## config.mk

```make
export PLATFORM = sky130hd
export DESIGN_NAME = csr_block
export DESIGN_NICKNAME = d
export VERILOG_FILES = /design/src/design/afu_pkg.sv /design/src/design/csr_block.sv
export SDC_FILE = /design/constraint.sdc
export NUM_CORES = 1
export LEC_CHECK = 0
export ABC_CLOCK_PERIOD_IN_PS = 9900
export BUFFER_PORTS_ARGS = -buffer_cell sky130_fd_sc_hd__buf_2
export CORE_MARGIN = 2
export CORE_UTILIZATION = 57
export DETAILED_ROUTE_END_ITERATION = 8
export PLACE_DENSITY_LB_ADDON = 0.3
export SLEW_MARGIN = 20
export SYNTH_ARGS = -nofsm -noshare
export SYNTH_HDL_FRONTEND = slang
export SYNTH_SLANG_ARGS = --single-unit
```

## constraint.sdc

```tcl
create_clock -name Clk_400 -period 9.9 [get_ports Clk_400]
set_input_delay 0.99 -clock Clk_400 [delete_from_list [all_inputs] [get_ports Clk_400]]
set_output_delay 0.99 -clock Clk_400 [all_outputs]
set_load 0.01 [all_outputs]
```

## src/design/afu_pkg.sv

```systemverilog
// shared definitions for the memory-copy accelerator
//   host request/response structs, command stream word, bank access struct
//   DMA opcode and engine state enums
//   register offsets and accelerator ID
package afu_pkg;

	// ************************************************************************
	// widths and constants
	// ************************************************************************
	localparam int MEM_AW = 10;                   // bank word address bits

	localparam logic [127:0] AFU_ID = 128'h7a3c_51e2_9d04_4b86_a1f0_c3d5_e6b7_2948;

	// register map, quadword aligned byte offsets
	localparam logic [15:0] REG_AFU_ID_L   = 16'h0000;
	localparam logic [15:0] REG_AFU_ID_H   = 16'h0008;
	localparam logic [15:0] REG_SCRATCH    = 16'h0080;
	localparam logic [15:0] REG_DMA_CTRL   = 16'h0100; // op in 1:0, write starts job
	localparam logic [15:0] REG_DMA_LEN    = 16'h0108;
	localparam logic [15:0] REG_DMA_SEED   = 16'h0110;
	localparam logic [15:0] REG_DMA_STATUS = 16'h0118; // busy bit 0, done count 15:8
	localparam logic [15:0] REG_DMA_RESULT = 16'h0120;

	// ************************************************************************
	// enums
	// ************************************************************************
	typedef enum logic [1:0] {
		DMA_FILL = 2'd0,                          // seed + index into bank A
		DMA_COPY = 2'd1,                          // bank A -> bank B
		DMA_SUM  = 2'd2                           // add up bank B
	} dma_op_t;

	typedef enum logic [2:0] {
		DMA_IDLE = 3'd0,
		DMA_RD   = 3'd1,                          // read strobe out
		DMA_WAIT = 3'd2,                          // waiting on readdatavalid
		DMA_WR   = 3'd3,                          // write strobe out
		DMA_DONE = 3'd4                           // one cycle, done pulse
	} dma_state_t;

	// ************************************************************************
	// structs
	// ************************************************************************
	typedef struct packed {
		logic        valid;
		logic        write;                       // 0 = read
		logic [8:0]  tag;
		logic [15:0] addr;                        // byte address
		logic [63:0] data;
	} mmio_req_t;                                 // 91 bits

	typedef struct packed {
		logic        valid;
		logic [8:0]  tag;
		logic [63:0] data;
	} mmio_rsp_t;                                 // 74 bits

	typedef struct packed {
		logic        write;
		logic [15:0] addr;
		logic [63:0] data;
	} csr_cmd_t;                                  // 81 bits

	typedef struct packed {
		logic              read;
		logic              write;
		logic [MEM_AW-1:0] addr;                  // word address
		logic [63:0]       wdata;
	} mem_req_t;

endpackage
```

## src/design/csr_block.sv

```systemverilog
// accelerator register block
//   command stream decode, read data return with valid/ready
//   ID, scratch and DMA registers
//   start pulse toward the engine, done count and result capture
module csr_block (
	input  logic                     Clk_400,
	input  logic                     rst_n,
	input  afu_pkg::csr_cmd_t        cmd,
	input  logic                     cmd_valid,
	output logic                     cmd_ready,
	output logic [63:0]              rd_data,
	output logic                     rd_valid,
	input  logic                     rd_ready,
	output logic                     start,
	output afu_pkg::dma_op_t         op,
	output logic [afu_pkg::MEM_AW:0] len,
	output logic [63:0]              seed,
	input  logic                     busy,
	input  logic                     done,
	input  logic [63:0]              result
);
	import afu_pkg::*;

	logic        take;                    // command accepted this cycle
	logic        rd_take;
	logic [63:0] scratch;
	logic [7:0]  done_cnt;                // wraps
	logic [63:0] result_q;
	logic [63:0] rd_mux;

	// stall only while a read result sits untaken
	assign cmd_ready = ~(rd_valid & ~rd_ready);
	assign take      = cmd_valid & cmd_ready;
	assign rd_take   = take & ~cmd.write;

	// ************************************************************************
	// read decode
	// ************************************************************************
	always_comb begin
		case (cmd.addr)
			REG_AFU_ID_L:   rd_mux = AFU_ID[63:0];
			REG_AFU_ID_H:   rd_mux = AFU_ID[127:64];
			REG_SCRATCH:    rd_mux = scratch;
			REG_DMA_CTRL:   rd_mux = {62'd0, op};
			REG_DMA_LEN:    rd_mux = {{(63 - MEM_AW){1'b0}}, len};
			REG_DMA_SEED:   rd_mux = seed;
			REG_DMA_STATUS: rd_mux = {48'd0, done_cnt, 7'd0, busy};
			REG_DMA_RESULT: rd_mux = result_q;
			default:        rd_mux = '0;      // unmapped
		endcase
	end

	always_ff @(posedge Clk_400) begin
		if (!rst_n)
			rd_valid <= 1'b0;
		else if (rd_take)
			rd_valid <= 1'b1;                 // old result leaves in the same cycle
		else if (rd_ready)
			rd_valid <= 1'b0;
	end

	always_ff @(posedge Clk_400)
		if (rd_take)
			rd_data <= rd_mux;

	// ************************************************************************
	// writes and job start
	// ************************************************************************
	always_ff @(posedge Clk_400) begin
		if (!rst_n) begin
			scratch <= '0;
			len     <= '0;
			seed    <= '0;
			op      <= DMA_FILL;
			start   <= 1'b0;
		end else begin
			start <= 1'b0;                    // single cycle
			if (take && cmd.write) begin
				case (cmd.addr)
					REG_SCRATCH:  scratch <= cmd.data;
					REG_DMA_LEN:  len     <= cmd.data[MEM_AW:0];
					REG_DMA_SEED: seed    <= cmd.data;
					REG_DMA_CTRL: begin
						// busy lags start by a cycle, so block on both
						if (!busy && !start) begin
							op    <= dma_op_t'(cmd.data[1:0]);
							start <= 1'b1;
						end
					end
					default: ;                // ID and unmapped ignore writes
				endcase
			end
		end
	end

	// job completion
	always_ff @(posedge Clk_400) begin
		if (!rst_n) begin
			done_cnt <= '0;
			result_q <= '0;
		end else if (done) begin
			done_cnt <= done_cnt + 8'd1;
			result_q <= result;
		end
	end

endmodule

```

==> results of run 1 <==
-- critical path: cells and delay by family --
| kind | cells | cell delay [ns] |
|---|---|---|
| simple gates | 3 | 2.22 |
| buf+inv | 1 | 0.15 |
| compound gates | 1 | 0.12 |
-- cells in the final DEF, fill, tap and decap left out, drive strengths merged, types with 3 or more instances in the layout --
| cell | synthesis | final |
|---|---|---|
| nor2 | 80 | 80 |
| a32oi | 4 | 4 |
| a22oi | 53 | 53 |
| o21ai | 13 | 13 |
| mux2i | 78 | 78 |
| a222oi | 9 | 9 |
| nor2b | 4 | 4 |
| xor2 | 4 | 4 |
| clkbuf | 44 | 45 |
| nand3 | 26 | 26 |
| a21oi | 160 | 160 |
| nand2 | 316 | 316 |
| buf | 40 | 304 |
| nand3b | 3 | 3 |
| edfxtp | 64 | 64 |
| a31oi | 4 | 4 |
| nor3 | 5 | 5 |
| nor4b | 4 | 4 |
| and3 | 5 | 5 |
| a221oi | 5 | 5 |
| inv | 10 | 11 |
| diode | 0 | 3 |
| nand4 | 8 | 8 |
| clkinv | 0 | 4 |
| dfxtp | 215 | 215 |
-- cell families (layout without fill, tap and decap cells) --
family	count (synthesis)	after routing	share of synthesized area, %
AND/OR/NAND/NOR	465	465	18.2
flip-flops	279	279	54.3
AO/OA/AOI/OAI	254	254	14.8
buffers and inverters	98	366	5.38
multiplexers	78	78	6.81
XOR/XNOR	5	5	0.382
adder cells (fa/ha/maj)	1	1	0.109
other	0	3	0
-- sequential cells by signal, indices dropped and copies added (netlist names) --
signal / count
done_cnt: 8
len: 11
op: 2
rd_data: 64
rd_valid: 1
result_q: 64
scratch: 64
seed: 64
start: 1
-- final cells by class --
class | instances | area [sq um] | share of cell area, %
clock inverters | 7 | 86.3 | 0.625
repair buffers | 304 | 1560 | 11.3
inverters | 10 | 45.0 | 0.326
diodes | 3 | 7.51 | 0.0543
clock buffers | 45 | 866 | 6.27
flip-flops and latches | 279 | 6230 | 45.1
multi-input cells | 803 | 4690 | 34.0
well taps | 265 | 332 | 2.40
-- power by group through the flow --
stage                     combinational (W)  sequential, W  clock (W)
final                              0.000129        0.00121    0.00108
after global routing               0.000139        0.00121    0.00114
after CTS                          0.000129        0.00121    0.00109
after detailed placement           0.000128        0.00123          0
after global placement             0.000126        0.00123          0
after floorplan                   0.0000570        0.00123          0
-- per-layer routing --
layer	track usage, %	vias to the layer above	share of wire (%)
met2	49.6	456	48
met1	39.1	4652	41
met5	0	-	0
met3	4.89	69	8.6
li1	-	4589	-
met4	9.71	0	2.8
-- worst max-delay path by stage --
stage                         from           to  slack [ns]  cells past startpoint
final                      cmd[69]     seed[38]        6.74                      5
after CTS                  cmd[69]     seed[38]        6.81                      5
after global routing       cmd[66]   scratch[5]        6.57                      6
after detailed placement   cmd[69]     seed[38]        6.26                      5
after floorplan           rd_ready   rd_data[0]        5.35                      2
after global placement     cmd[70]  rd_data[54]        6.32                      7
-- per-stage QoR --
| stage | power (W) | setup slack, ns |
|---|---|---|
| floorplan | 0.00129 | 5.35 |
| global placement | 0.00136 | 6.32 |
| detailed placement | 0.00136 | 6.26 |
| CTS | 0.00242 | 6.81 |
| global route | 0.00249 | 6.57 |
| finish | 0.00242 | 6.74 |
==> qor.yml, run 1 <==
cts-htree-levels: 1
p_per_area_nw_per_um2: 175
first_iter_violations: 822
fin_util_pct: 70.5
clkSlewWorstSetupHoldPaths_ns: 0.07
antenna_found_initial: 3
syn_area_sq_um: 11500
worst_pin_slew_ns: 1.06
min_to: "scratch[57]"
cap_viol_max_count: 0
dp.cells: 1661
ys_types: 54
yosysSeqAreaShare_pct: 54.3
finClkSkew_ns: 0.0117
fmax_mhz: 317
whs_ns: 0.458
synthTopCellsByArea: "dfxtp_1 (38%), edfxtp_1 (17%), nand2_1 (8.7%)"
worstSetupPathType: "input port to register"
grt_max_degree: 137
firstDrtPassIters: 5
hold_depth: 2
ff2ff_path_depth: 5
clkPwrFrac_pct: 44.8
first_global_vias: 9462
fin_area_sq_um: 13800
ant_nets: 0
final_cells: 1716
tns_ns: 0
clock_latency_ns: 0.54
synth_edf_count: 64
cts_inserted_buffers: 28
fillers: 1539
rsz0062_at_grt: "false"
hold_buffers: 0
hp-class: "register to register"
async_flop_share_pct: 0
syn_area_per_cell_sq_um: 9.71
irDropWorstVdd_uv: 146
maxSlewViolCount: 0
syn_inst: 1180
syn_nets: 1332
ys_top_cells_by_count: "nand2_1 (266), dfxtp_1 (215), a21oi_1 (110), nor2_1 (80), mux2i_1 (78)"
drc: 0
r2r_setup_slack_ns: 7.71
cts_setup_buffers: 0
start_util_pct: 58.5
ys_dominant_reg_cell: "dfxtp_1"
critPathRequiredTime_ns: 10.27
post-synth-top-area-cell: "dfxtp_1"
synth_warnings: 0
slowest_stage: "nand3_4"
critPathLaunchType: "input port"
grtUsageTotal_pct: 29.5
leakagePower_nw: 5.75
die_w_um: 146
synth_most_common_cell: "nand2_1"
synth_seq_cells: 279
finalSetupViolCount: 0
p_int_w: 0.00189
critPathCaptureType: "register"
grt_first_pass_wirelength_mm: 50.9
finalHoldViolCount: 0
synth_top_area_share_pct: 37.6
area_growth_pct: 20.6
drive_gt1_share_pct: 32.4
power_frac_comb_pct: 5.3
path_max_fanout: 64
avgRoutedWirePerCell_um: 19.1
dieArea_sq_um: 21300
switching_share_pct: 21.8
grt-ovfl-total: 0
port_buffers: 294
die-height_um: 146
vias: 9766
cts_root_buf: "clkbuf_16"
wirelength_mm: 32.7
clock_path_buffers: 3
vias_per_cell: 5.69
power_frac_seq_pct: 49.8
worstHoldStart: "scratch[57]"
core_sq_um: 19600
pin_count: 295
path_cells: "buf_2, nor4b_2, nand3_4, nand2_1, a21oi_1"
fin_crit_ns: 3.16
regToRegEndpoint: "scratch[5]"
fin_nets: 1578
outcome: "finished clean"
max_slew_margin_pct: 29.0
arrival_ns: 3.52
cts_tree: "yes"
slowest_delay_ns: 0.96
reg2reg_from: "rd_valid"
dp_hpwl_mm: 20.2
finalCritPeriodShare_pct: 31.9
post_cts_resize_count: 0
cts.sinks: 279
p_sw_w: 0.000528
gp_congestion: 0.862
placed_area_sq_um: 12800
row_count: 51
(Power assumes the default switching activity.)
==> run 2: changes to the inputs <==
--- a/config.mk
+++ b/config.mk
@@ -5,10 +5,10 @@
 export SDC_FILE = /design/constraint.sdc
 export NUM_CORES = 1
 export LEC_CHECK = 0
-export ABC_CLOCK_PERIOD_IN_PS = 9900
+export ABC_CLOCK_PERIOD_IN_PS = 3240
 export BUFFER_PORTS_ARGS = -buffer_cell sky130_fd_sc_hd__buf_2
 export CORE_MARGIN = 2
-export CORE_UTILIZATION = 57
+export CORE_UTILIZATION = 53
 export DETAILED_ROUTE_END_ITERATION = 8
 export PLACE_DENSITY_LB_ADDON = 0.3
 export SLEW_MARGIN = 20
==> constraint.sdc (replaced) <==
create_clock -name Clk_400 -period 3.24 [get_ports Clk_400]
set_input_delay 0.324 -clock Clk_400 [delete_from_list [all_inputs] [get_ports Clk_400]]
set_output_delay 0.324 -clock Clk_400 [all_outputs]
set_load 0.01 [all_outputs]
==> qor.yml, run 2 (synthesized netlist as in run 1, its figures left out) <==
outcome: "finished clean"
use_met2_pct: 48.7
clkSlewWorstSetupHoldPaths_ns: 0.06
cts.sinks: 279
max_slew_margin_pct: 38.1
finClkSkew_ns: 0.0101
finalCritPeriodShare_pct: 61.2
critPathLaunchType: "input port"
gp_congestion: 0.839
dp_hpwl_mm: 21.6
first_iter_violations: 736
worstHoldStart: "result[16]"
antenna_found_initial: 3
fin_util_pct: 66.0
hold_depth: 3
arrival_ns: 2.37
avgRoutedWirePerCell_um: 19.3
leakagePower_nw: 5.82
maxSlewViolCount: 0
post_cts_resize_count: 0
firstDrtPassIters: 5
irDropWorstVdd_uv: 404
grt-ovfl-total: 0
r2r_setup_slack_ns: 1.32
port_buffers: 294
reg2reg_from: "rd_valid"
vias: 9853
cts_root_buf: "clkbuf_16"
fin_crit_ns: 1.98
finalHoldViolCount: 0
fin_nets: 1591
die_w_um: 151
cts_tree: "yes"
drc: 0
drive_gt1_share_pct: 32.8
start_util_pct: 54.2
die-height_um: 151
tns_ns: 0
worst_pin_slew_ns: 0.915
critPathRequiredTime_ns: 3.62
regToRegEndpoint: "len[7]"
dieArea_sq_um: 22800
grt_first_pass_wirelength_mm: 50.7
fmax_mhz: 504
grt_use_met3_pct: 6.30
critPathCaptureType: "register"
cts_setup_buffers: 0
hp-class: "input port to register"
clock_path_buffers: 3
cap_viol_max_count: 0
cts-htree-levels: 1
gr-max-usage-layer: "met2"
min_to: "result_q[16]"
vias_per_cell: 5.67
cts_inserted_buffers: 29
grtUsageTotal_pct: 28.4
wirelength_mm: 33.5
hold_buffers: 0
core_sq_um: 21200
finalSetupViolCount: 0
use_met1_pct: 35.0
path_max_fanout: 50
ant_nets: 0
pin_count: 295
p_per_area_nw_per_um2: 523
final_common_cell: "buf_2"
grt_max_degree: 91
ff2ff_path_depth: 5
worstSetupPathType: "input port to register"
area_growth_pct: 21.8
first_global_vias: 9721
clock_latency_ns: 0.54
rsz0062_at_grt: "false"
layout_common_cells: "buf_2 (293), nand2_1 (266), dfxtp_1 (215)"
row_count: 53
## run 2: changes by cell type in the layout (fill, tap and decap cells not counted), sizes merged
cell and delta:
clkinvlp +1, clkbuf -5, clkinv +3, buf +12
## run 2: layer usage
layer	up-vias	share of wire, %
met5	-	0
met4	0	3.8
met3	104	9.4
met2	476	47
met1	4661	39
li1	4612	-
## run 2: worst max-delay path, cell delays in order
cell	delay, ns
buf_2	0.11
nor3_1	0.46
and3_1	0.52
nand3_4	0.40
buf_12	0.34
nand2_1	0.12
a21oi_2	0.06
## run 2: worst max-delay path by stage
stage | startpoint | to | slack (ns) | cells after the start
after floorplan | rd_ready | rd_data[0] | 0.57 | 2
after detailed placement | cmd[70] | rd_data[60] | 0.76 | 7
after CTS | rd_valid | len[7] | 1.32 | 5
final | cmd[66] | scratch[58] | 1.26 | 7
after global routing | cmd[66] | scratch[1] | 1.08 | 7
after global placement | cmd[70] | scratch[4] | 0.81 | 7
## run 2: final cells by class
type                    count  area [sq um]
clock inverters            11           109
fillers                  1764          7200
well taps                 275           344
repair buffers            316          1730
inverters                  10          42.5
multi-input cells         803          4690
clock buffers              40           807
diodes                      3          7.51
flip-flops and latches    279          6230
## run 2: through the flow
step | total power, W | hold WS, ns | setup slack (ns) | area, sq um | std cells
3_5_place_dp | 0.00416 | 0.450 | 0.765 | 13000 | 1683
5_1_grt | 0.00752 | 0.00943 | 1.08 | 14000 | 1735
3_3_place_gp | 0.00415 | 0.438 | 0.810 | 13000 | 1683
6_report | 0.00730 | 0.0116 | 1.26 | 14000 | 1737
2_1_floorplan | 0.00394 | 0.431 | 0.574 | 11500 | 1180
4_1_cts | 0.00735 | 0.0000921 | 1.32 | 13900 | 1734
## run 2: where the power goes
| part | internal [W] | total, W | switching, W |
|---|---|---|---|
| combinational | 0.000163 | 0.000406 | 0.000243 |
| clock | 0.00189 | 0.00322 | 0.00133 |
| sequential | 0.00364 | 0.00368 | 0.0000418 |
| total | 0.00569 | 0.00730 | 0.00162 |
