**config.mk**
```make
export PLATFORM = sky130hd
export DESIGN_NAME = dma_copy_engine
export DESIGN_NICKNAME = d
export VERILOG_FILES = /design/src/design/afu_pkg.sv /design/src/design/dma_copy_engine.sv
export SDC_FILE = /design/constraint.sdc
export NUM_CORES = 1
export LEC_CHECK = 0
export ABC_AREA = 1
export BUFFER_PORTS_ARGS = -buffer_cell sky130_fd_sc_hd__buf_2
export CORE_MARGIN = 3
export CORE_UTILIZATION = 50
export DETAILED_ROUTE_END_ITERATION = 12
export GPL_ROUTABILITY_DRIVEN = 0
export PLACE_DENSITY = 0.83
export SLEW_MARGIN = 20
export SYNTH_ARGS = -nofsm -noshare
export SYNTH_HDL_FRONTEND = slang
export SYNTH_SLANG_ARGS = --single-unit
```
**constraint.sdc**
```tcl
create_clock -name Clk_400 -period 5.55 [get_ports Clk_400]
set_input_delay 0.555 -clock Clk_400 [delete_from_list [all_inputs] [get_ports Clk_400]]
set_output_delay 0.555 -clock Clk_400 [all_outputs]
set_load 0.02 [all_outputs]
```
**src/design/afu_pkg.sv**
```systemverilog
// shared definitions for the memory-copy accelerator
//   host request/response structs, command stream word, bank access struct
//   DMA opcode and engine state enums
//   register offsets and accelerator ID
package afu_pkg;

	// ************************************************************************
	// widths and constants
	// ************************************************************************
	localparam int MEM_AW = 10;                   // bank word address bits

	localparam logic [127:0] AFU_ID = 128'h7a3c_51e2_9d04_4b86_a1f0_c3d5_e6b7_2948;

	// register map, quadword aligned byte offsets
	localparam logic [15:0] REG_AFU_ID_L   = 16'h0000;
	localparam logic [15:0] REG_AFU_ID_H   = 16'h0008;
	localparam logic [15:0] REG_SCRATCH    = 16'h0080;
	localparam logic [15:0] REG_DMA_CTRL   = 16'h0100; // op in 1:0, write starts job
	localparam logic [15:0] REG_DMA_LEN    = 16'h0108;
	localparam logic [15:0] REG_DMA_SEED   = 16'h0110;
	localparam logic [15:0] REG_DMA_STATUS = 16'h0118; // busy bit 0, done count 15:8
	localparam logic [15:0] REG_DMA_RESULT = 16'h0120;

	// ************************************************************************
	// enums
	// ************************************************************************
	typedef enum logic [1:0] {
		DMA_FILL = 2'd0,                          // seed + index into bank A
		DMA_COPY = 2'd1,                          // bank A -> bank B
		DMA_SUM  = 2'd2                           // add up bank B
	} dma_op_t;

	typedef enum logic [2:0] {
		DMA_IDLE = 3'd0,
		DMA_RD   = 3'd1,                          // read strobe out
		DMA_WAIT = 3'd2,                          // waiting on readdatavalid
		DMA_WR   = 3'd3,                          // write strobe out
		DMA_DONE = 3'd4                           // one cycle, done pulse
	} dma_state_t;

	// ************************************************************************
	// structs
	// ************************************************************************
	typedef struct packed {
		logic        valid;
		logic        write;                       // 0 = read
		logic [8:0]  tag;
		logic [15:0] addr;                        // byte address
		logic [63:0] data;
	} mmio_req_t;                                 // 91 bits

	typedef struct packed {
		logic        valid;
		logic [8:0]  tag;
		logic [63:0] data;
	} mmio_rsp_t;                                 // 74 bits

	typedef struct packed {
		logic        write;
		logic [15:0] addr;
		logic [63:0] data;
	} csr_cmd_t;                                  // 81 bits

	typedef struct packed {
		logic              read;
		logic              write;
		logic [MEM_AW-1:0] addr;                  // word address
		logic [63:0]       wdata;
	} mem_req_t;

endpackage
```
**src/design/dma_copy_engine.sv**
```systemverilog
// DMA engine over the two local memory banks
//   fill: bank A[i] = seed + i
//   copy: bank B[i] = bank A[i]
//   sum:  result = sum of bank B[i], modulo 2^64
//   one word at a time, busy level and done pulse
module dma_copy_engine (
	input  logic                     Clk_400,
	input  logic                     rst_n,
	input  logic                     start,
	input  afu_pkg::dma_op_t         op,
	input  logic [afu_pkg::MEM_AW:0] len,
	input  logic [63:0]              seed,
	output logic                     busy,
	output logic                     done,
	output logic [63:0]              result,
	output afu_pkg::mem_req_t        mem_a,
	input  logic                     a_wait,
	input  logic [63:0]              a_rdata,
	input  logic                     a_rvalid,
	output afu_pkg::mem_req_t        mem_b,
	input  logic                     b_wait,
	input  logic [63:0]              b_rdata,
	input  logic                     b_rvalid
);
	import afu_pkg::*;

	dma_state_t      state;
	dma_op_t         op_q;                    // job parameters, held for the run
	logic [MEM_AW:0] len_q;
	logic [63:0]     seed_q;
	logic [MEM_AW:0] idx;                     // current word
	logic [MEM_AW:0] idx_nxt;
	logic            last;
	logic [63:0]     data_q;                  // copy word in flight
	logic [63:0]     acc;
	logic            rd_bank_a, wr_bank_a;
	logic            rd_wait, wr_wait;
	logic            rvalid_sel;
	logic [63:0]     rdata_sel;

	assign idx_nxt = idx + 1'b1;
	assign last    = (idx_nxt == len_q);

	// copy reads A, sum reads B; fill writes A, copy writes B
	assign rd_bank_a  = (op_q == DMA_COPY);
	assign wr_bank_a  = (op_q == DMA_FILL);
	assign rd_wait    = rd_bank_a ? a_wait   : b_wait;
	assign wr_wait    = wr_bank_a ? a_wait   : b_wait;
	assign rvalid_sel = rd_bank_a ? a_rvalid : b_rvalid;
	assign rdata_sel  = rd_bank_a ? a_rdata  : b_rdata;

	assign busy   = (state != DMA_IDLE);      // rises the cycle after start
	assign done   = (state == DMA_DONE);
	assign result = acc;                      // stays 0 for fill and copy

	// ************************************************************************
	// bank strobes, held by state while waitrequest is high
	// ************************************************************************
	always_comb begin
		mem_a = '0;
		mem_b = '0;
		case (state)
			DMA_RD: begin
				if (rd_bank_a) begin
					mem_a.read = 1'b1;
					mem_a.addr = idx[MEM_AW-1:0];
				end else begin
					mem_b.read = 1'b1;
					mem_b.addr = idx[MEM_AW-1:0];
				end
			end
			DMA_WR: begin
				if (wr_bank_a) begin
					mem_a.write = 1'b1;
					mem_a.addr  = idx[MEM_AW-1:0];
					mem_a.wdata = seed_q + {{(63 - MEM_AW){1'b0}}, idx};
				end else begin
					mem_b.write = 1'b1;
					mem_b.addr  = idx[MEM_AW-1:0];
					mem_b.wdata = data_q;
				end
			end
			default: ;
		endcase
	end

	// ************************************************************************
	// FSM
	// ************************************************************************
	always_ff @(posedge Clk_400) begin
		if (!rst_n) begin
			state <= DMA_IDLE;
			idx   <= '0;
			acc   <= '0;
		end else begin
			case (state)
				DMA_IDLE: if (start) begin
					idx <= '0;
					acc <= '0;
					if (len == '0)
						state <= DMA_DONE;    // empty job
					else if (op == DMA_FILL)
						state <= DMA_WR;      // no read phase
					else if (op == DMA_COPY || op == DMA_SUM)
						state <= DMA_RD;
					else
						state <= DMA_DONE;    // undefined opcode
				end
				DMA_RD: if (!rd_wait) state <= DMA_WAIT;
				DMA_WAIT: if (rvalid_sel) begin
					if (op_q == DMA_SUM) begin
						acc   <= acc + rdata_sel;
						idx   <= idx_nxt;
						state <= last ? DMA_DONE : DMA_RD;
					end else begin
						state <= DMA_WR;
					end
				end
				DMA_WR: if (!wr_wait) begin
					idx <= idx_nxt;
					if (last)
						state <= DMA_DONE;
					else
						state <= (op_q == DMA_FILL) ? DMA_WR : DMA_RD;
				end
				default: state <= DMA_IDLE;   // DMA_DONE
			endcase
		end
	end

	always_ff @(posedge Clk_400) begin
		if (state == DMA_IDLE && start) begin
			op_q   <= op;
			len_q  <= len;
			seed_q <= seed;
		end
		if (state == DMA_WAIT && rvalid_sel)
			data_q <= rdata_sel;
	end

endmodule

```
==> qor.csv, run 1 <==
stage,metric,value,unit
run_status,outcome,"complete, no violations",
logic_synthesis,yosysSeqAreaShare,33.6,%
logic_synthesis,ys_async_sr_fraction,0,%
power_and_ir_drop,peakVddDrop,290,uV
logic_synthesis,synthCells,2730,
cells_and_area,multiInputGateArea,9900,um2
logic_synthesis,synth_compound_area_share,10.0,%
sta,layout_min_cycle_time,4.63,ns
clocking,cts_tree,yes,
sta,worst_slew_pin_slew,0.968,ns
logic_synthesis,synth.mux.area_fraction,0,%
logic_synthesis,synth-xor-area-share,0.761,%
drt,antenna_left,0,
logic_synthesis,synth_edf_count,141,
setup_path,required,4.99,ns
grt,grt_overflow,0,
placed_design,portBuffers,429,
clocking,clock_latency,0.56,ns
drt,wirelength,69300,um
floorplan,chipHeight,192,um
sta,relSlewSlack,35.4,%
sta,fin_tns_setup,0,ns
floorplan,die_w,192,um
logic_synthesis,syn-num-nets,3033,
sta,rsz0062_at_grt,no,
clocking,clk_pin_slew_worst_paths,0.06,ns
cells_and_area,drive_gt1_share,16.6,%
min_path,hold_class,input port to flop,
logic_synthesis,netlist_area,17300,um2
grt,grt_pass1_wl,103000,um
clocking,htreeDepth,1,
placed_design,dp_hpwl,53800,um
logic_synthesis,synthDistinctLibCells,42,
logic_synthesis,ys_ff_latch,219,
cells_and_area,fillCellCount,3072,
setup_path,startpoint_type,flop,
logic_synthesis,syn_avg_cell_area,6.33,um2
flow_run,drv_cap,0,
cells_and_area,layout_common_cells,"nand2_1 (1018), buf_2 (429), inv_1 (346)",
logic_synthesis,synthFlopType,edfxtp_1,
cells_and_area,areaGrowthSynthToFinish,20.1,%
grt,antenna_found_initial,2,
drt,drc,0,
floorplan,ioPinCount,430,
cells_and_area,seqCellArea,5800,um2
setup_path,criticalPathCategory,flop to output port,
sta,finalSetupViolCount,0,
logic_synthesis,synth_top_family_by_area,simple AND/OR/NAND/NOR gates,
cells_and_area,instances_no_fill,3605,
grt,track_usage,35.6,%
cells_and_area,final_nets,3440,
clocking,post_cts_buffers,0,
drt,via_count,20831,
drt,drt_iter0_drc,2698,
floorplan,initial_core_util,51.1,%
floorplan,coreArea,33800,um2
clocking,cts_sinks,219,
power_and_ir_drop,power_density,336,nW/um2
clocking,root_buffer,clkbuf_16,
placed_design,dp.cells,3556,
logic_synthesis,synth_warnings,0,
cells_and_area,final_common_cell,nand2_1,
floorplan,rows,67,
sta,finalMaxSlewViolations,0,
setup_path,crit_path_end_kind,output port,
drt,vias_per_cell,5.78,
floorplan,die-area,36800,um2
sta,skew,0.0113,ns
drt,drt-wirelength-per-cell,19.2,um
sta,period_share,83.4,%
sta,hold_viol,0,
power_and_ir_drop,p_leak,10.7,nW
sta,fin_hold_ws,0.163,ns
drt,first_pass_iters,9,
clocking,clockBufferDepth,3,
setup_path,worstPathArrival,4.07,ns
clocking,cts_resized,0,
grt,grt_max_degree,74,
logic_synthesis,synthAdderAreaFrac,6.68,%
logic_synthesis,synth_simple_gate_area_share,39.8,%
clocking,postCtsHoldBufs,0,
sta,fmaxAchievable,216,MHz
clocking,numCtsBuffers,27,
grt,grt_pass1_vias,19288,
setup_path,crit_fanout,13,
power by group:
group,switching (mW),internal [mW],total [mW]
clock network,0.746,1.13,1.87
logic,1.97,0.718,2.69
registers,0.282,2.11,2.40
final timing paths:
path | startpoint | slack, ns | end | cells after the start
setup reg to reg | op_q[0] | 1.51 | result[44] | 19
hold / removal | seed[20] | 0.16 | seed_q[20] | 1
hold reg to reg | result[63] | 0.49 | result[63] | 2
setup / recovery | idx[0] | 0.92 | mem_a[52] | 14
synth_stat cells, types with 2 or more instances:
cell	number	share of area, %
buf_1	8	0.17
buf_6	2	0.13
buf_2	14	0.41
a21oi_1	194	5.6
ha_1	89	6.4
nor3_2	3	0.17
clkbuf_1	38	0.83
o21ai_0	59	1.7
a31oi_1	5	0.18
nor2_2	4	0.14
nor2_1	303	6.6
inv_1	348	7.6
nand3_1	172	5.0
a21o_1	4	0.17
nor3b_1	2	0.087
inv_2	5	0.11
o21ai_1	23	0.67
clkinv_1	2	0.043
a21boi_0	3	0.13
nor2_4	2	0.13
nand2_1	1019	22
xnor2_1	5	0.25
nor4_1	14	0.51
nand3b_1	12	0.52
o21a_1	8	0.35
o21bai_1	10	0.43
edfxtp_1	141	25
or2_2	9	0.33
nand4_1	55	2.0
fa_1	2	0.23
xor2_1	10	0.51
nor3_1	70	2.0
dfxtp_1	78	9.0
a21oi_2	9	0.46
cell type report:
cell class	instances	area share, %
diodes	1	0.0121
clock inverters	15	0.899
multi-input cells	2094	47.7
well taps	448	2.70
repair buffers	440	10.7
flip-flops and latches	219	27.9
inverters	355	6.43
clock buffers	33	3.56
cell families (layout without fill, tap and decap cells):
| logic type | Yosys count | in the layout |
|---|---|---|
| xor+xnor | 15 | 15 |
| compound gates | 320 | 320 |
| buf+inv | 417 | 843 |
| simple gates | 1668 | 1668 |
| flops | 219 | 219 |
| fa+ha+maj | 91 | 91 |
| other cells | 0 | 1 |
state kept, by name, indices dropped and copies added, names as in the netlist:
| register | cells |
|---|---|
| data_q | 64 |
| state | 3 |
| len_q | 11 |
| seed_q | 64 |
| result | 64 |
| idx | 11 |
| op_q | 2 |
through the flow:
step | total power [mW] | area, um2 | utilization (%) | worst slack [ns]
floorplan | 4.11 | 17300 | - | 0.992
global placement | 4.93 | 19800 | 58.7 | 1.76
detailed placement | 5.00 | 19800 | 58.7 | 1.57
CTS | 6.88 | 20700 | 61.4 | 1.11
global route | 7.27 | 20700 | 61.4 | 0.898
finish | 6.96 | 20700 | 61.4 | 0.924
worst max-delay path, cell delays in order, from the launching register on:
cell	delay, ns
dfxtp_1	0.64
ha_1	0.33
fa_1	0.33
nand2_1	0.11
o21ai_1	0.24
nand2_1	0.09
nand2_1	0.14
nand2_1	0.07
nand2_1	0.25
nand2_1	0.19
nor2_2	0.35
nand4_1	0.19
nand2_1	0.09
nor3b_1	0.27
buf_2	0.23
metal layers:
metal	part of all wire [%]	vias up	GRT usage (%)	wire length, um
li1	-	9639	-	-
met1	36	9295	43.8	24700
met2	45	1533	58.4	31200
met3	13	362	7.70	8760
met4	6.7	2	19.1	4630
met5	0.019	-	0	13
Power figures use the tool's default switching activity.
==> run 2: changes to the inputs <==
--- a/config.mk
+++ b/config.mk
@@ -5,13 +5,13 @@
 export SDC_FILE = /design/constraint.sdc
 export NUM_CORES = 1
 export LEC_CHECK = 0
-export ABC_AREA = 1
+export ABC_AREA = 0
 export BUFFER_PORTS_ARGS = -buffer_cell sky130_fd_sc_hd__buf_2
 export CORE_MARGIN = 3
 export CORE_UTILIZATION = 50
 export DETAILED_ROUTE_END_ITERATION = 12
 export GPL_ROUTABILITY_DRIVEN = 0
-export PLACE_DENSITY = 0.83
+export PLACE_DENSITY = 0.85
 export SLEW_MARGIN = 20
 export SYNTH_ARGS = -nofsm -noshare
 export SYNTH_HDL_FRONTEND = slang
==> constraint.sdc (replaced) <==
create_clock -name Clk_400 -period 4.55 [get_ports Clk_400]
set_input_delay 0.455 -clock Clk_400 [delete_from_list [all_inputs] [get_ports Clk_400]]
set_output_delay 0.455 -clock Clk_400 [all_outputs]
set_load 0.02 [all_outputs]
==> run 2 against run 1 <==
Routed wire length down 31%; register-to-register slack worse by 1.1 ns; utilization up 0.75 points; cell count down 32%; synthesized area down 15%; synthesized cell count down 39%; non-clock buffer count up 1; final area down 14%; count of clock-buffer cells in the layout up 7; critical path depth down 1; combinational power down 26%; sequential power up 12%; critical path type unchanged.
==> qor.csv, run 2 <==
stage,metric,value,unit,change
logic_synthesis,synthFlopType,edfxtp_1,,
logic_synthesis,synth.largest_area_cell,edfxtp_1,,
drt,drc,0,,unchanged
logic_synthesis,synth_edf_count,141,,unchanged
logic_synthesis,synthDistinctLibCells,93,,+120%
min_path,hold_start,seed[40],,
floorplan,rows,62,,-7.5%
sta,worst_slew_pin_slew,1.03,ns,+0.0600 ns
drt,drt_iter0_drc,1427,,-47%
logic_synthesis,yosysSeqAreaShare,39.5,%,+5.9 points
flow_run,drv_cap,0,,unchanged
drt,drt-wirelength-per-cell,19.4,um,+0.85%
logic_synthesis,yosysTopAreaCellShare,28.8,%,+4.3 points
setup_path,critPathSlowestCell,fa_1,,
sta,layout_min_cycle_time,4.25,ns,
logic_synthesis,ys_ff_latch,219,,unchanged
placed_design,portBuffers,429,,unchanged
floorplan,die-area,31500,um2,-15%
setup_path,crit_chain,ha_1 > fa_1 > a21o_1 > a21oi_1 > o21bai_1 > a21oi_1 > o21bai_1 > a211oi_2 > o21ba_2 > nor4_1 > xnor2_1 > nor2_1 > buf_2,,
grt,top_usage_layer,met2,,
setup_path,cp_top_family,compound AO/OA/AOI/OAI gates,,
logic_synthesis,netlist_area,14700,um2,-15%
floorplan,chipHeight,177,um,-7.6%
clocking,clk_pin_slew_worst_paths,0.06,ns,about the same
sta,fmaxAchievable,235,MHz,
cells_and_area,areaGrowthSynthToFinish,22.2,%,
min_path,hold_path_depth,1,,unchanged
floorplan,coreArea,28900,um2,-15%
setup_path,rrSetupSlack,0.40,ns,-1.11 ns
run_status,outcome,"complete, no violations",,
drt,vias_per_cell,5.90,,+2.0%
clocking,cts_tree,yes,,
power_and_ir_drop,power_density,369,nW/um2,+10%
setup_path,required,4.09,ns,-0.90 ns
setup_path,slowest_delay,0.42,ns,-0.22 ns
power_and_ir_drop,p_leak,8.28,nW,-23%
cells_and_area,drive_gt1_share,24.8,%,+8.2 points
sta,period_share,93.5,%,
clocking,clockBufferDepth,3,,unchanged
sta,hold_viol,0,,unchanged
clocking,cts_sinks,219,,unchanged
logic_synthesis,ys_top_cells_by_area,"edfxtp_1 (29%), dfxtp_1 (11%), nand2_1 (7.9%)",,
cells_and_area,final_common_cell,buf_2,,
drt,wirelength,47900,um,-31%
setup_path,reg2reg_to,result[62],,
sta,skew,0.0240,ns,+0.0127 ns
logic_synthesis,synthCells,1672,,-39%
grt,grt_max_degree,78,,+5.4%
logic_synthesis,synthTopCellsByCount,"nand2_1 (309), edfxtp_1 (141), nor2_1 (111)",,
grt,grt_overflow,0,,unchanged
cells_and_area,final_nets,2362,,-31%
setup_path,r2r_start,op_q[1],,
logic_synthesis,ys_async_sr_fraction,0,%,unchanged
sta,relSlewSlack,31.5,%,-3.9 points
sta,rsz0062_at_grt,no,,
floorplan,initial_core_util,50.9,%,-0.24 points
logic_synthesis,synthMostInstantiatedCell,nand2_1,,
sta,fin_hold_ws,0.109,ns,-0.0542 ns
grt,track_usage,28.7,%,-6.9 points
placed_design,dp.cells,2415,,-32%
sta,finalSetupViolCount,0,,unchanged
grt,antenna_found_initial,7,,+5
setup_path,crit_fanout,16,,+3
grt,grt_use_met1,35.1,%,-8.6 points
sta,fin_tns_setup,0,ns,unchanged
cells_and_area,layout_common_cells,"buf_2 (429), nand2_1 (309), edfxtp_1 (141)",,
setup_path,crit_path_end_kind,output port,,
setup_path,criticalPathCategory,flop to output port,,
setup_path,path_buf_inv,1,,unchanged
grt,use_met3,6.12,%,-1.6 points
setup_path,startpoint_type,flop,,
grt,use_met2,49.4,%,-9.0 points
logic_synthesis,syn-num-nets,1975,,-35%
clocking,htreeDepth,1,,unchanged
clocking,clock_latency,0.54,ns,-0.02 ns
clocking,root_buffer,clkbuf_16,,
setup_path,worstPathArrival,3.80,ns,-0.27 ns
cells_and_area,final_util,62.2,%,+0.75 points
power_and_ir_drop,peakVddDrop,278,uV,-4.2%
clocking,numCtsBuffers,26,,-3.7%
grt,grt_pass1_vias,13672,,-29%
sta,finalMaxSlewViolations,0,,unchanged
min_path,hold_class,input port to flop,,
cells_and_area,instances_no_fill,2469,,-32%
floorplan,die_w,177,um,-7.6%
placed_design,dp_hpwl,35500,um,-34%
floorplan,ioPinCount,430,,unchanged
logic_synthesis,synth_warnings,0,,unchanged
drt,antenna_left,0,,unchanged
logic_synthesis,syn_avg_cell_area,8.78,um2,+39%
cells_and_area,fillCellCount,2399,,-22%
grt,grt_pass1_wl,72700,um,-30%
drt,first_pass_iters,6,,-3
setup_path,reg2reg_depth,14,,-5
drt,via_count,14555,,-30%
power_and_ir_drop,p_total,6.63,mW,-4.8%
min_path,worst_hold_path.endpoint,seed_q[40],,
==> run 2: report_power, final <==
group          switching [mW]  internal [mW]  total [mW]
Clock                   0.802           1.16        1.96
Sequential              0.183           2.50        2.68
Combinational            1.34          0.648        1.98
Total                    2.32           4.31        6.63
==> run 2: worst max path at each step <==
stage / to / cells after the start / start / slack (ns)
final: mem_a[56] / 13 / seed_q[0] / 0.30
after global placement: result[62] / 14 / op_q[1] / 0.43
after detailed placement: result[62] / 14 / op_q[1] / 0.25
after floorplan: result[61] / 16 / op_q[1] / 0.83
after global routing: result[63] / 14 / op_q[1] / 0.0002
after CTS: mem_a[24] / 13 / seed_q[0] / 0.07
==> run 2: stage by stage <==
stage | setup slack (ns) | cell area (um2)
final | 0.296 | 17900
after global routing | 0.000151 | 17900
after CTS | 0.0670 | 17900
after detailed placement | 0.252 | 17100
after global placement | 0.428 | 17100
after floorplan | 0.826 | 14700
==> run 2: logic make-up after synthesis <==
kind of cell | after synthesis | synth area share (%)
AO/OA/AOI/OAI | 348 | 15.6
flip-flops | 219 | 39.5
multiplexers | 4 | 0.281
XOR/XNOR | 131 | 7.81
adder cells (fa/ha/maj) | 91 | 7.86
AND/OR/NAND/NOR | 772 | 26.1
buffers and inverters | 107 | 2.89
==> run 2: timing repair <==
item,in CTS,in global routing
setup buffers,0,0
resized for setup,0,4
setup endpoints to repair,0,26
hold buffers,0,0
==> run 2: routing by layer <==
layer	routed length, um	vias up	part of all wire, %
met1	18100	6810	38
met4	2330	2	4.9
li1	-	6710	-
met2	22800	874	48
met3	4650	159	9.7
met5	13	-	0.027
==> run 2: layout make-up <==
class | instances | area [um2] | area share (%)
tap | 384 | 480 | 2.68
antenna | 7 | 17.5 | 0.0977
multi-input combinational | 1346 | 8500 | 47.4
clock buffer | 40 | 734 | 4.09
sequential | 219 | 5800 | 32.3
inverter | 25 | 93.8 | 0.523
clock inverter | 7 | 60.1 | 0.335
timing repair buffer | 441 | 2250 | 12.6
