`config.mk`:
```
export PLATFORM = sky130hd
export DESIGN_NAME = mmio_bridge
export DESIGN_NICKNAME = d
export VERILOG_FILES = /design/src/design/afu_pkg.sv /design/src/design/mmio_bridge.sv
export SDC_FILE = /design/constraint.sdc
export NUM_CORES = 1
export LEC_CHECK = 0
export BUFFER_PORTS_ARGS = -buffer_cell sky130_fd_sc_hd__clkbuf_2
export CORE_ASPECT_RATIO = 2
export CORE_MARGIN = 3
export CORE_UTILIZATION = 28
export DETAILED_ROUTE_END_ITERATION = 10
export PLACE_DENSITY = 0.43
export SYNTH_ARGS = -nofsm -noshare
export SYNTH_HDL_FRONTEND = slang
export SYNTH_SLANG_ARGS = --single-unit
```
`constraint.sdc`:
```
create_clock -name Clk_400 -period 11.5 [get_ports Clk_400]
set_input_delay 2.3 -clock Clk_400 [delete_from_list [all_inputs] [get_ports Clk_400]]
set_output_delay 2.3 -clock Clk_400 [all_outputs]
set_load 0.01 [all_outputs]
```
`src/design/afu_pkg.sv`:
```
// shared definitions for the memory-copy accelerator
//   host request/response structs, command stream word, bank access struct
//   DMA opcode and engine state enums
//   register offsets and accelerator ID
package afu_pkg;

	// ************************************************************************
	// widths and constants
	// ************************************************************************
	localparam int MEM_AW = 10;                   // bank word address bits

	localparam logic [127:0] AFU_ID = 128'h7a3c_51e2_9d04_4b86_a1f0_c3d5_e6b7_2948;

	// register map, quadword aligned byte offsets
	localparam logic [15:0] REG_AFU_ID_L   = 16'h0000;
	localparam logic [15:0] REG_AFU_ID_H   = 16'h0008;
	localparam logic [15:0] REG_SCRATCH    = 16'h0080;
	localparam logic [15:0] REG_DMA_CTRL   = 16'h0100; // op in 1:0, write starts job
	localparam logic [15:0] REG_DMA_LEN    = 16'h0108;
	localparam logic [15:0] REG_DMA_SEED   = 16'h0110;
	localparam logic [15:0] REG_DMA_STATUS = 16'h0118; // busy bit 0, done count 15:8
	localparam logic [15:0] REG_DMA_RESULT = 16'h0120;

	// ************************************************************************
	// enums
	// ************************************************************************
	typedef enum logic [1:0] {
		DMA_FILL = 2'd0,                          // seed + index into bank A
		DMA_COPY = 2'd1,                          // bank A -> bank B
		DMA_SUM  = 2'd2                           // add up bank B
	} dma_op_t;

	typedef enum logic [2:0] {
		DMA_IDLE = 3'd0,
		DMA_RD   = 3'd1,                          // read strobe out
		DMA_WAIT = 3'd2,                          // waiting on readdatavalid
		DMA_WR   = 3'd3,                          // write strobe out
		DMA_DONE = 3'd4                           // one cycle, done pulse
	} dma_state_t;

	// ************************************************************************
	// structs
	// ************************************************************************
	typedef struct packed {
		logic        valid;
		logic        write;                       // 0 = read
		logic [8:0]  tag;
		logic [15:0] addr;                        // byte address
		logic [63:0] data;
	} mmio_req_t;                                 // 91 bits

	typedef struct packed {
		logic        valid;
		logic [8:0]  tag;
		logic [63:0] data;
	} mmio_rsp_t;                                 // 74 bits

	typedef struct packed {
		logic        write;
		logic [15:0] addr;
		logic [63:0] data;
	} csr_cmd_t;                                  // 81 bits

	typedef struct packed {
		logic              read;
		logic              write;
		logic [MEM_AW-1:0] addr;                  // word address
		logic [63:0]       wdata;
	} mem_req_t;

endpackage
```
`src/design/mmio_bridge.sv`:
```
// host MMIO request bridge
//   input register stage and command queue toward the register block
//   tag queue of pending reads, rd_full flag
//   registered tagged read responses
module mmio_bridge #(
	parameter int RSP_TAGS = 4
) (
	input  logic                Clk_400,
	input  logic                rst_n,
	input  afu_pkg::mmio_req_t  mmio_req,
	output logic                rd_full,
	output afu_pkg::csr_cmd_t   cmd,
	output logic                cmd_valid,
	input  logic                cmd_ready,
	input  logic [63:0]         rd_data,
	input  logic                rd_valid,
	output logic                rd_ready,
	output afu_pkg::mmio_rsp_t  mmio_rsp
);
	import afu_pkg::*;

	localparam int TW       = (RSP_TAGS > 1) ? $clog2(RSP_TAGS) : 1;
	localparam int CQ_DEPTH = 4;              // command queue entries

	mmio_req_t       req_q;                   // input register
	csr_cmd_t        cq [CQ_DEPTH];
	logic [1:0]      cq_wp, cq_rp;
	logic [2:0]      cq_cnt;
	logic            cq_push, cq_pop;
	logic [8:0]      tag_q [RSP_TAGS];
	logic [TW-1:0]   tag_wp, tag_rp;
	logic [TW:0]     tag_cnt;
	logic            tag_push, tag_pop;

	function automatic logic [TW-1:0] tag_inc(input logic [TW-1:0] p);
		return (p == TW'(RSP_TAGS - 1)) ? '0 : p + 1'b1;
	endfunction

	// ************************************************************************
	// request register and command queue
	// ************************************************************************
	always_ff @(posedge Clk_400) begin
		if (!rst_n)
			req_q.valid <= 1'b0;
		else
			req_q <= mmio_req;
	end

	assign cq_push   = req_q.valid;
	assign cq_pop    = cmd_valid & cmd_ready;
	assign cmd_valid = (cq_cnt != 3'd0);       // cycle after the input register
	assign cmd       = cq[cq_rp];

	// the register block only stalls on an untaken read result, so the queue stays shallow
	always_ff @(posedge Clk_400)
		if (cq_push)
			cq[cq_wp] <= '{write: req_q.write, addr: req_q.addr, data: req_q.data};

	always_ff @(posedge Clk_400) begin
		if (!rst_n) begin
			cq_wp  <= '0;
			cq_rp  <= '0;
			cq_cnt <= '0;
		end else begin
			if (cq_push) cq_wp <= cq_wp + 1'b1;
			if (cq_pop)  cq_rp <= cq_rp + 1'b1;
			cq_cnt <= cq_cnt + {2'b00, cq_push} - {2'b00, cq_pop};
		end
	end

	// ************************************************************************
	// pending read tags, oldest first
	// ************************************************************************
	assign tag_push = mmio_req.valid & ~mmio_req.write; // reserve at arrival
	assign tag_pop  = rd_valid & rd_ready;
	assign rd_ready = (tag_cnt != '0);
	assign rd_full  = (tag_cnt == (TW + 1)'(RSP_TAGS));

	always_ff @(posedge Clk_400)
		if (tag_push)
			tag_q[tag_wp] <= mmio_req.tag;

	always_ff @(posedge Clk_400) begin
		if (!rst_n) begin
			tag_wp  <= '0;
			tag_rp  <= '0;
			tag_cnt <= '0;
		end else begin
			if (tag_push) tag_wp <= tag_inc(tag_wp);
			if (tag_pop)  tag_rp <= tag_inc(tag_rp);
			tag_cnt <= tag_cnt + {{TW{1'b0}}, tag_push} - {{TW{1'b0}}, tag_pop};
		end
	end

	// response register, one pulse per read
	always_ff @(posedge Clk_400) begin
		if (!rst_n) begin
			mmio_rsp.valid <= 1'b0;
		end else begin
			mmio_rsp.valid <= tag_pop;
			if (tag_pop) begin
				mmio_rsp.tag  <= tag_q[tag_rp];
				mmio_rsp.data <= rd_data;
			end
		end
	end

endmodule

```
==> flow_summary.ini, run 1 <==
[worst_hold_path]
hold_path_end = cq[2][80]$_DFFE_PP_
holdCritStartpoint = req_q[89]$_DFFE_PP_
holdCritPathClass = reg2reg
min_delay_path_depth = 0

[placement]
gp_congestion = 0.686
io_buffer_count = 316
dp_hpwl_mm = 27.2
place_inst = 1900

[logic_synthesis]
yosys.area_share.simple = 0.0100
synth_xor_area_frac = 0.00329
synth_compound_area_frac = 0.00262
synth_adder_area_share = 0.0102
avgSynthCellArea_um2 = 25.9
ys_seq_area_frac = 0.849
synth_top_family_by_area = multiplexers
ys_ff_latch = 532
ys.flop_type = edfxtp_1
yosys_warnings = 0
syn-num-nets = 892
synthCells = 719
synth.distinct_cells = 27
synth_mux_area_frac = 0.111
synthArstFlopShare = 0
netlist_area_um2 = 18600
synth_edf_count = 514

[clocking]
clk_pin_slew_ps = 60
clock_sinks = 532
cts_setup_buffers = 0
cts_buffer_depth = 3
htree_num_levels = 2
clk_latency_ps = 590
cts-root-buf = clkbuf_16
cts_buffers = 50
cts_tree = yes
hold_buffers = 0
cts_resized = 0

[final_layout]
seq_area_um2 = 15800
layout-drive-gt1-share = 0.439
nets = 1248
final_cell_mix = 514 x edfxtp_1, 315 x clkbuf_2, 90 x mux4_2
final_cells = 1992
syn_to_final_growth_pct = 21.6
num-fill-cells = 6162
layout_commonest_cell = edfxtp_1
multi_input_area_um2 = 2560

[grt]
grt_usage = 0.120
grt-ovfl-total = 0
grt_pass1_vias = 9128
antenna_found_initial = 6
grt_pass1_wl_mm = 61.4
grt_max_degree = 52

[die]
num_io_pins = 317
core-area_um2 = 65700
start_util = 0.283
rows = 133
fp.dieW_um = 188
die_y_um = 371
die_area_um2 = 69800

[setup_path]
crit_path_max_fanout = 51
cp_data_required_time_ps = 9200
slowest_delay_ps = 700
critPathSlowestCell = buf_4
cp.depth = 3
worst_path_dominant_cell_family = buffers and inverters
cp.buffers_inverters = 2
reg2reg_from = tag_cnt[1]$_SDFF_PN0_
critical_path_class = reg2out
startpoint_type = flop
r2r_cells = 3
end_kind = primary output
r2r-end = mmio_rsp[18]$_DFFE_PP_
ff2ff_setup_slack_ps = 9090
path_cells = buf_4 -> mux4_2 -> clkbuf_2
arrival_ps = 2730

[power_and_ir_drop]
switching_share = 0.252
totalPowerFinal_uw = 4580
power.switching_uw = 1150
powerDensity_nw_per_um2 = 202
power_leakage_uw = 0.00770
ir_drop_v = 0.000122
power_frac_clock = 0.333
pwr-share-seq = 0.514
p_int_uw = 3420
pwr-share-comb = 0.153

[detailed_routing]
drt_iter0_drc = 363
drcViolationCount = 0
wl_mm = 42.3
postRouteAntennaNets = 0
drt_pre_antenna_iters = 4
wl_per_cell_um = 21.2
viasPerCell = 4.18
vias = 8328

[sta]
setup_viol = 0
fin_crit_ps = 5030
fmax_mhz = 199
slew_headroom = 0.378
tightest_slew_ps = 932
timing.final.crit_share = 0.438
finalClockSkew_ps = 22.4
whs_ps = 486
rsz0062_at_grt = false
hold_viol = 0
slew_viol_final = 0
finalSetupTns_ps = 0

[job]
maxCapViolations = 0

[run_status]
run_status = completed
[kinds of logic after synthesis]
kind of cell,count (synthesis)
DFF,532
muxes,93
and+or+nand+nor,36
buffers and inverters,32
adders and majority gates,14
xor gates and xnor gates,7
AOI/OAI and AO/OA,5
[synthesized netlist by cell type, types with 2 or more instances]
library cell    n  share of area
dfxtp_1        18          0.019
clkbuf_1        2        0.00040
nand2_1         2        0.00040
or3_1           3         0.0010
and2_1         14         0.0047
ha_1           12         0.0081
fa_1            2         0.0022
xnor2_1         5         0.0024
xor2_1          2        0.00094
edfxtp_1      514           0.83
buf_12          8         0.0086
inv_1          10         0.0020
buf_2          10         0.0027
nor2_1         13         0.0026
mux4_2         90           0.11
mux2i_1         3         0.0016
[power groups by stage]
stage / combinational, µW / sequential [µW] / clock [µW]
after global placement: 736 / 2390 / 0
after CTS: 738 / 2360 / 1590
after floorplan: 496 / 2360 / 0
final: 701 / 2350 / 1520
after global routing: 773 / 2370 / 1660
after detailed placement: 737 / 2400 / 0
[worst max-delay path by stage]
stage | start | to | slack [ps]
floorplan | rst_n | mmio_rsp[0]$_DFFE_PP_ | 5380
global route | flop | cmd[53] | 6250
finish | flop | cmd[22] | 6470
global placement | rst_n | mmio_rsp[46]$_DFFE_PP_ | 6880
CTS | flop | cmd[22] | 6300
detailed placement | rst_n | mmio_rsp[46]$_DFFE_PP_ | 6860
[through the flow]
step	setup slack [ps]	area, µm²	util
finish	6470	22600	0.344
global placement	6880	21200	0.322
global route	6250	22600	0.344
floorplan	5380	18600	-
detailed placement	6860	21200	0.322
CTS	6300	22600	0.344
[metal layers]
metal	track usage	vias up	share of wire
met1	0.132	4261	0.37
met4	0.0424	2	0.029
li1	-	3711	-
met5	0	-	0.00031
met3	0.0357	65	0.071
met2	0.220	289	0.53
[layout make-up]
type / instances / share of cell area
inverters: 10 / 0.00166
diodes: 4 / 0.000442
clock buffers: 63 / 0.0574
well taps: 877 / 0.0485
repair buffers: 326 / 0.0733
multi-input cells: 155 / 0.113
clock inverters: 25 / 0.00757
flip-flops and latches: 532 / 0.698
[state kept, by name, indices dropped and copies added, names as in the netlist, named ones only]
signal	flops
cq_cnt	3
cq	324
tag_q	36
cq_wp	2
cq_push	1
tag_rp	2
tag_wp	2
req_q	81
tag_cnt	3
cq_rp	2
mmio_rsp	74
Power figures use the tool's default switching activity.
==> run 2: changes to the inputs <==
- ABC_AREA: not set -> 1
- PLACE_DENSITY: 0.43 -> 0.44
- clock period: 11.5 -> 4.3 ns (I/O delays scaled with it)
==> run 2 against run 1 <==
  * Non-clock buffer count increased by 5
  * Sequential share of layout area decreased by 1.1 points
  * Critical endpoint is now cmd[5]
  * Die area increased by 1.8%
  * Area after synthesis increased by 1.9%
  * Via count increased by 28%
==> flow_summary.ini, run 2 <==
[run_status]
run_status = completed

[setup_path]
critPathSlowestCell = clkinv_4
worst_path_dominant_cell_family = buffers and inverters
cp_data_required_time_ps = 3440
reg2reg_from = cq_wp[0]$_SDFFE_PN0P_
r2r_cells = 5
startpoint_type = flop
ff2ff_setup_slack_ps = 2130
cp.buffers_inverters = 2
arrival_ps = 2740
slowest_delay_ps = 740
r2r-end = cq[0][24]$_DFFE_PP_
critical_path_class = reg2out
end_kind = primary output
cp.depth = 4
path_cells = clkinv_4 -> o21ai_0 -> o22ai_1 -> clkbuf_2
crit_path_max_fanout = 81

[logic_synthesis]
ys_seq_area_frac = 0.833
synth_top_area_frac = 0.814
avgSynthCellArea_um2 = 16.5
yosys.cell_count.top_type = edfxtp_1
syn-num-nets = 1321
synthCells = 1148
ys_ff_latch = 532
ys.flop_type = edfxtp_1
netlist_top_cells_area = edfxtp_1 81%, o21ai_0 4.4%, nor2_1 3.6%
netlist_area_um2 = 19000
yosys_warnings = 0
synthArstFlopShare = 0
yosys.area.top_type = edfxtp_1
netlist_top_cells_count = 514 x edfxtp_1, 181 x nor2_1, 165 x o21ai_0
synth.distinct_cells = 28
synth_edf_count = 514

[grt]
grt-ovfl-total = 0
grt_pass1_vias = 11300
antenna_found_initial = 4
grt_pass1_wl_mm = 70.5
grt_usage = 0.132
grt_max_degree = 163

[detailed_routing]
drt_iter0_drc = 568
drcViolationCount = 0
vias = 10700
drt_pre_antenna_iters = 4
postRouteAntennaNets = 0
wl_mm = 47.9
wl_per_cell_um = 20.0
viasPerCell = 4.44

[power_and_ir_drop]
ir_drop_v = 0.000340
powerDensity_nw_per_um2 = 552
totalPowerFinal_uw = 12700
power_leakage_uw = 0.00814

[final_layout]
syn_to_final_growth_pct = 21.2
num-fill-cells = 6471
largest_register_ffs = 324
layout-drive-gt1-share = 0.286
layout_commonest_cell = edfxtp_1
final_cell_mix = 514 x edfxtp_1, 315 x clkbuf_2, 180 x nor2_1
max_flop_register = cq
reg_top3 = cq: 324 flops, req_q: 81 flops, mmio_rsp: 74 flops
nets = 1647

[sta]
fin_crit_ps = 3600
slew_headroom = 0.300
tightest_slew_ps = 1050
timing.final.crit_share = 0.838
setup_ws_ps = 698
finalSetupTns_ps = 0
finalClockSkew_ps = 21.0
slew_viol_final = 0
fmax_mhz = 278
whs_ps = 428
rsz0062_at_grt = false
setup_viol = 0
hold_viol = 0

[clocking]
clock_sinks = 532
cts_resized = 0
cts-root-buf = clkbuf_16
cts_setup_buffers = 0
cts_buffer_depth = 3
hold_buffers = 0
htree_num_levels = 2
cts_tree = yes
clk_latency_ps = 600
clk_pin_slew_ps = 60
cts_buffers = 50

[placement]
dp_hpwl_mm = 28.5
io_buffer_count = 316
gp_congestion = 0.697
dp_slack_ps = 1200

[die]
start_util = 0.284
die_y_um = 374
fp.dieW_um = 190
num_io_pins = 317
rows = 134
core-area_um2 = 66900
die_area_um2 = 71100

[job]
maxCapViolations = 0

[worst_hold_path]
holdCritStartpoint = rd_data[35]
hold_path_end = mmio_rsp[35]$_DFFE_PP_
holdCritPathClass = in2reg
min_delay_path_depth = 1
-- run 2: how the worst max path moves through the flow --
| stage | end | slack, ps | from |
|---|---|---|---|
| final | cmd[5] | 700 | flop |
| after global routing | cmd[46] | 480 | flop |
| after CTS | cmd[5] | 540 | flop |
| after detailed placement | cmd[5] | 1200 | flop |
| after global placement | cmd[6] | 1240 | flop |
| after floorplan | mmio_rsp[0]$_DFFE_PP_ | 970 | rd_valid |
-- run 2: layout make-up --
cell class                 instances  area (µm²)  share of cell area
multi-input combinational        526        2660               0.116
antenna                            2        5.00            0.000218
sequential                       532       15800               0.687
clock inverter                    30         224             0.00974
timing repair buffer             331        1730              0.0754
clock buffer                      60        1310              0.0570
inverter                          33         146             0.00637
tap                              884        1110              0.0481
-- run 2: worst reg2reg max path: stages, from the launching register on --
cell	delay [ps]
dfxtp_1	330
inv_1	120
ha_1	160
nand2_1	80
inv_4	680
buf_4	470
-- run 2: report_power, final --
group	internal, µW	switching (µW)	leakage (µW)
Combinational	721	1460	0.00250
Sequential	6060	239	0.00488
Clock	2300	1910	0.000757
-- run 2: metal layers --
layer,track usage,wire [µm],vias up
li1,-,-,4967
met1,0.149,18700,5287
met2,0.240,24900,338
met3,0.0340,3060,66
met4,0.0433,1260,0
met5,0,0,-
-- run 2: cell families (layout without fill, tap and decap cells) --
kind of cell	count (synthesis)	count (layout)	synth area share
and+or+nand+nor	228	228	0.0483
adders and majority gates	14	14	0.0100
buffers and inverters	90	454	0.0274
AOI/OAI and AO/OA	281	281	0.0801
DFF	532	532	0.833
other	0	2	0
xor gates and xnor gates	3	3	0.00139
-- run 2: through the flow --
| stage | std cells | utilization | area (µm²) |
|---|---|---|---|
| 2_1_floorplan | 1148 | - | 19000 |
| 3_3_place_gp | 2306 | 0.321 | 21400 |
| 5_1_grt | 2396 | 0.344 | 23000 |
| 4_1_cts | 2396 | 0.344 | 23000 |
| 3_5_place_dp | 2306 | 0.321 | 21400 |
| 6_report | 2398 | 0.344 | 23000 |
==> run 3: changes to the inputs <==
- clock period: 4.3 -> 3.3 ns (I/O delays scaled with it)
==> run 3 against run 2 <==
  * Global-route usage increased by 0.40 points
  * Non-clock buffer count is 11 higher
  * Clock skew increased by 0.66 ps
  * Sequential cell count unchanged
  * Highest routed layer unchanged
==> flow_summary.ini, run 3 (synthesized netlist as in run 2, its figures left out) <==
[final_layout]
nets = 1658
reg_top3 = cq: 324 flops, req_q: 81 flops, mmio_rsp: 74 flops
layout_commonest_cell = edfxtp_1
syn_to_final_growth_pct = 22.0
layout-drive-gt1-share = 0.291
fin_util = 0.346
max_flop_register = cq
largest_register_ffs = 324
final_cell_mix = 514 x edfxtp_1, 315 x clkbuf_2, 180 x nor2_1

[sta]
slew_viol_final = 0
setup_viol = 0
fmax_mhz = 326
whs_ps = 230
rsz0062_at_grt = false
finalSetupTns_ps = 0
fin_crit_ps = 3070
hold_viol = 0
slew_headroom = 0.472
tightest_slew_ps = 791
setup_ws_ps = 234
timing.final.crit_share = 0.929
finalClockSkew_ps = 21.6

[power_and_ir_drop]
ir_drop_v = 0.000472
totalPowerFinal_uw = 16700
power_leakage_uw = 0.00822
powerDensity_nw_per_um2 = 720

[setup_path]
path_cells = inv_8 -> buf_4 -> o21ai_0 -> o22ai_1 -> clkbuf_2
slowest_delay_ps = 450
critical_path_class = reg2out
crit_path_max_fanout = 63
critPathSlowestCell = dfxtp_4
arrival_ps = 2410
cp_data_required_time_ps = 2640
r2r_cells = 10
end_kind = primary output
startpoint_type = flop

[detailed_routing]
drcViolationCount = 0
vias = 10700
wl_mm = 49.1
drt_pre_antenna_iters = 6
viasPerCell = 4.43
drt_iter0_drc = 413
wl_per_cell_um = 20.4
postRouteAntennaNets = 0

[clocking]
hold_buffers = 0
clk_pin_slew_ps = 60
htree_num_levels = 2
clock_sinks = 532
cts_setup_buffers = 0
cts_buffers = 50
cts_tree = yes
cts-root-buf = clkbuf_16
cts_buffer_depth = 3
clk_latency_ps = 600
cts_resized = 0

[die]
num_io_pins = 317
die_area_um2 = 71100
rows = 134
fp.dieW_um = 190
start_util = 0.284
die_y_um = 374
core-area_um2 = 66900

[worst_hold_path]
min_delay_path_depth = 1
holdCritPathClass = in2reg

[run_status]
run_status = completed

[grt]
grt-ovfl-total = 0
grt_max_degree = 75
antenna_found_initial = 3
grt_pass1_wl_mm = 72.0
grt_pass1_vias = 11200
grt_usage = 0.136

[placement]
gp_congestion = 0.699
dp_hpwl_mm = 31.7
io_buffer_count = 316
dp_slack_ps = 798

[job]
maxCapViolations = 0
run 3: critical path, delay by kind of cell (launching register included):
kind                   cells  cell delay (ps)
buffers and inverters      3              920
flip-flops                 1              450
AO/OA/AOI/OAI              2              370
run 3: final timing paths:
path	from	to	slack, ps
setup reg to reg	cq_cnt[1]$_SDFF_PN0_	cq_cnt[2]$_SDFF_PN0_	1320
hold reg to reg	req_q[53]$_DFFE_PP_	cq[3][53]$_DFFE_PP_	490
setup / recovery	flop	cmd[28]	230
hold / removal	rd_data[42]	mmio_rsp[42]$_DFFE_PP_	230
run 3: metal layers:
| metal | GRT usage | up-vias | wire length, µm |
|---|---|---|---|
| met5 | 0 | - | 0 |
| met4 | 0.0408 | 0 | 1190 |
| met3 | 0.0398 | 69 | 3240 |
| met2 | 0.255 | 328 | 26400 |
| met1 | 0.145 | 5284 | 18300 |
| li1 | - | 4996 | - |
run 3: power breakdown:
group          total (µW)  switching [µW]  internal, µW
registers            8160             266          7900
logic                2970            1990           975
clock network        5540            2470          3070
total               16700            4730         11900
run 3: area by class of cell:
type / instances / area [µm²]
Clock buffer: 59 / 1310
Fill cell: 6456 / 43800
Tap cell: 884 / 1110
Multi-Input combinational cell: 526 / 2660
Clock inverter: 30 / 238
Antenna cell: 3 / 7.51
Inverter: 33 / 146
Sequential cell: 532 / 15800
Timing Repair Buffer: 342 / 1880
run 3: per-stage QoR:
step,cell area (µm²),std cells
6_report,23100,2409
5_1_grt,23100,2406
4_1_cts,23100,2406
3_5_place_dp,21600,2317
3_3_place_gp,21600,2317
2_1_floorplan,19000,1148
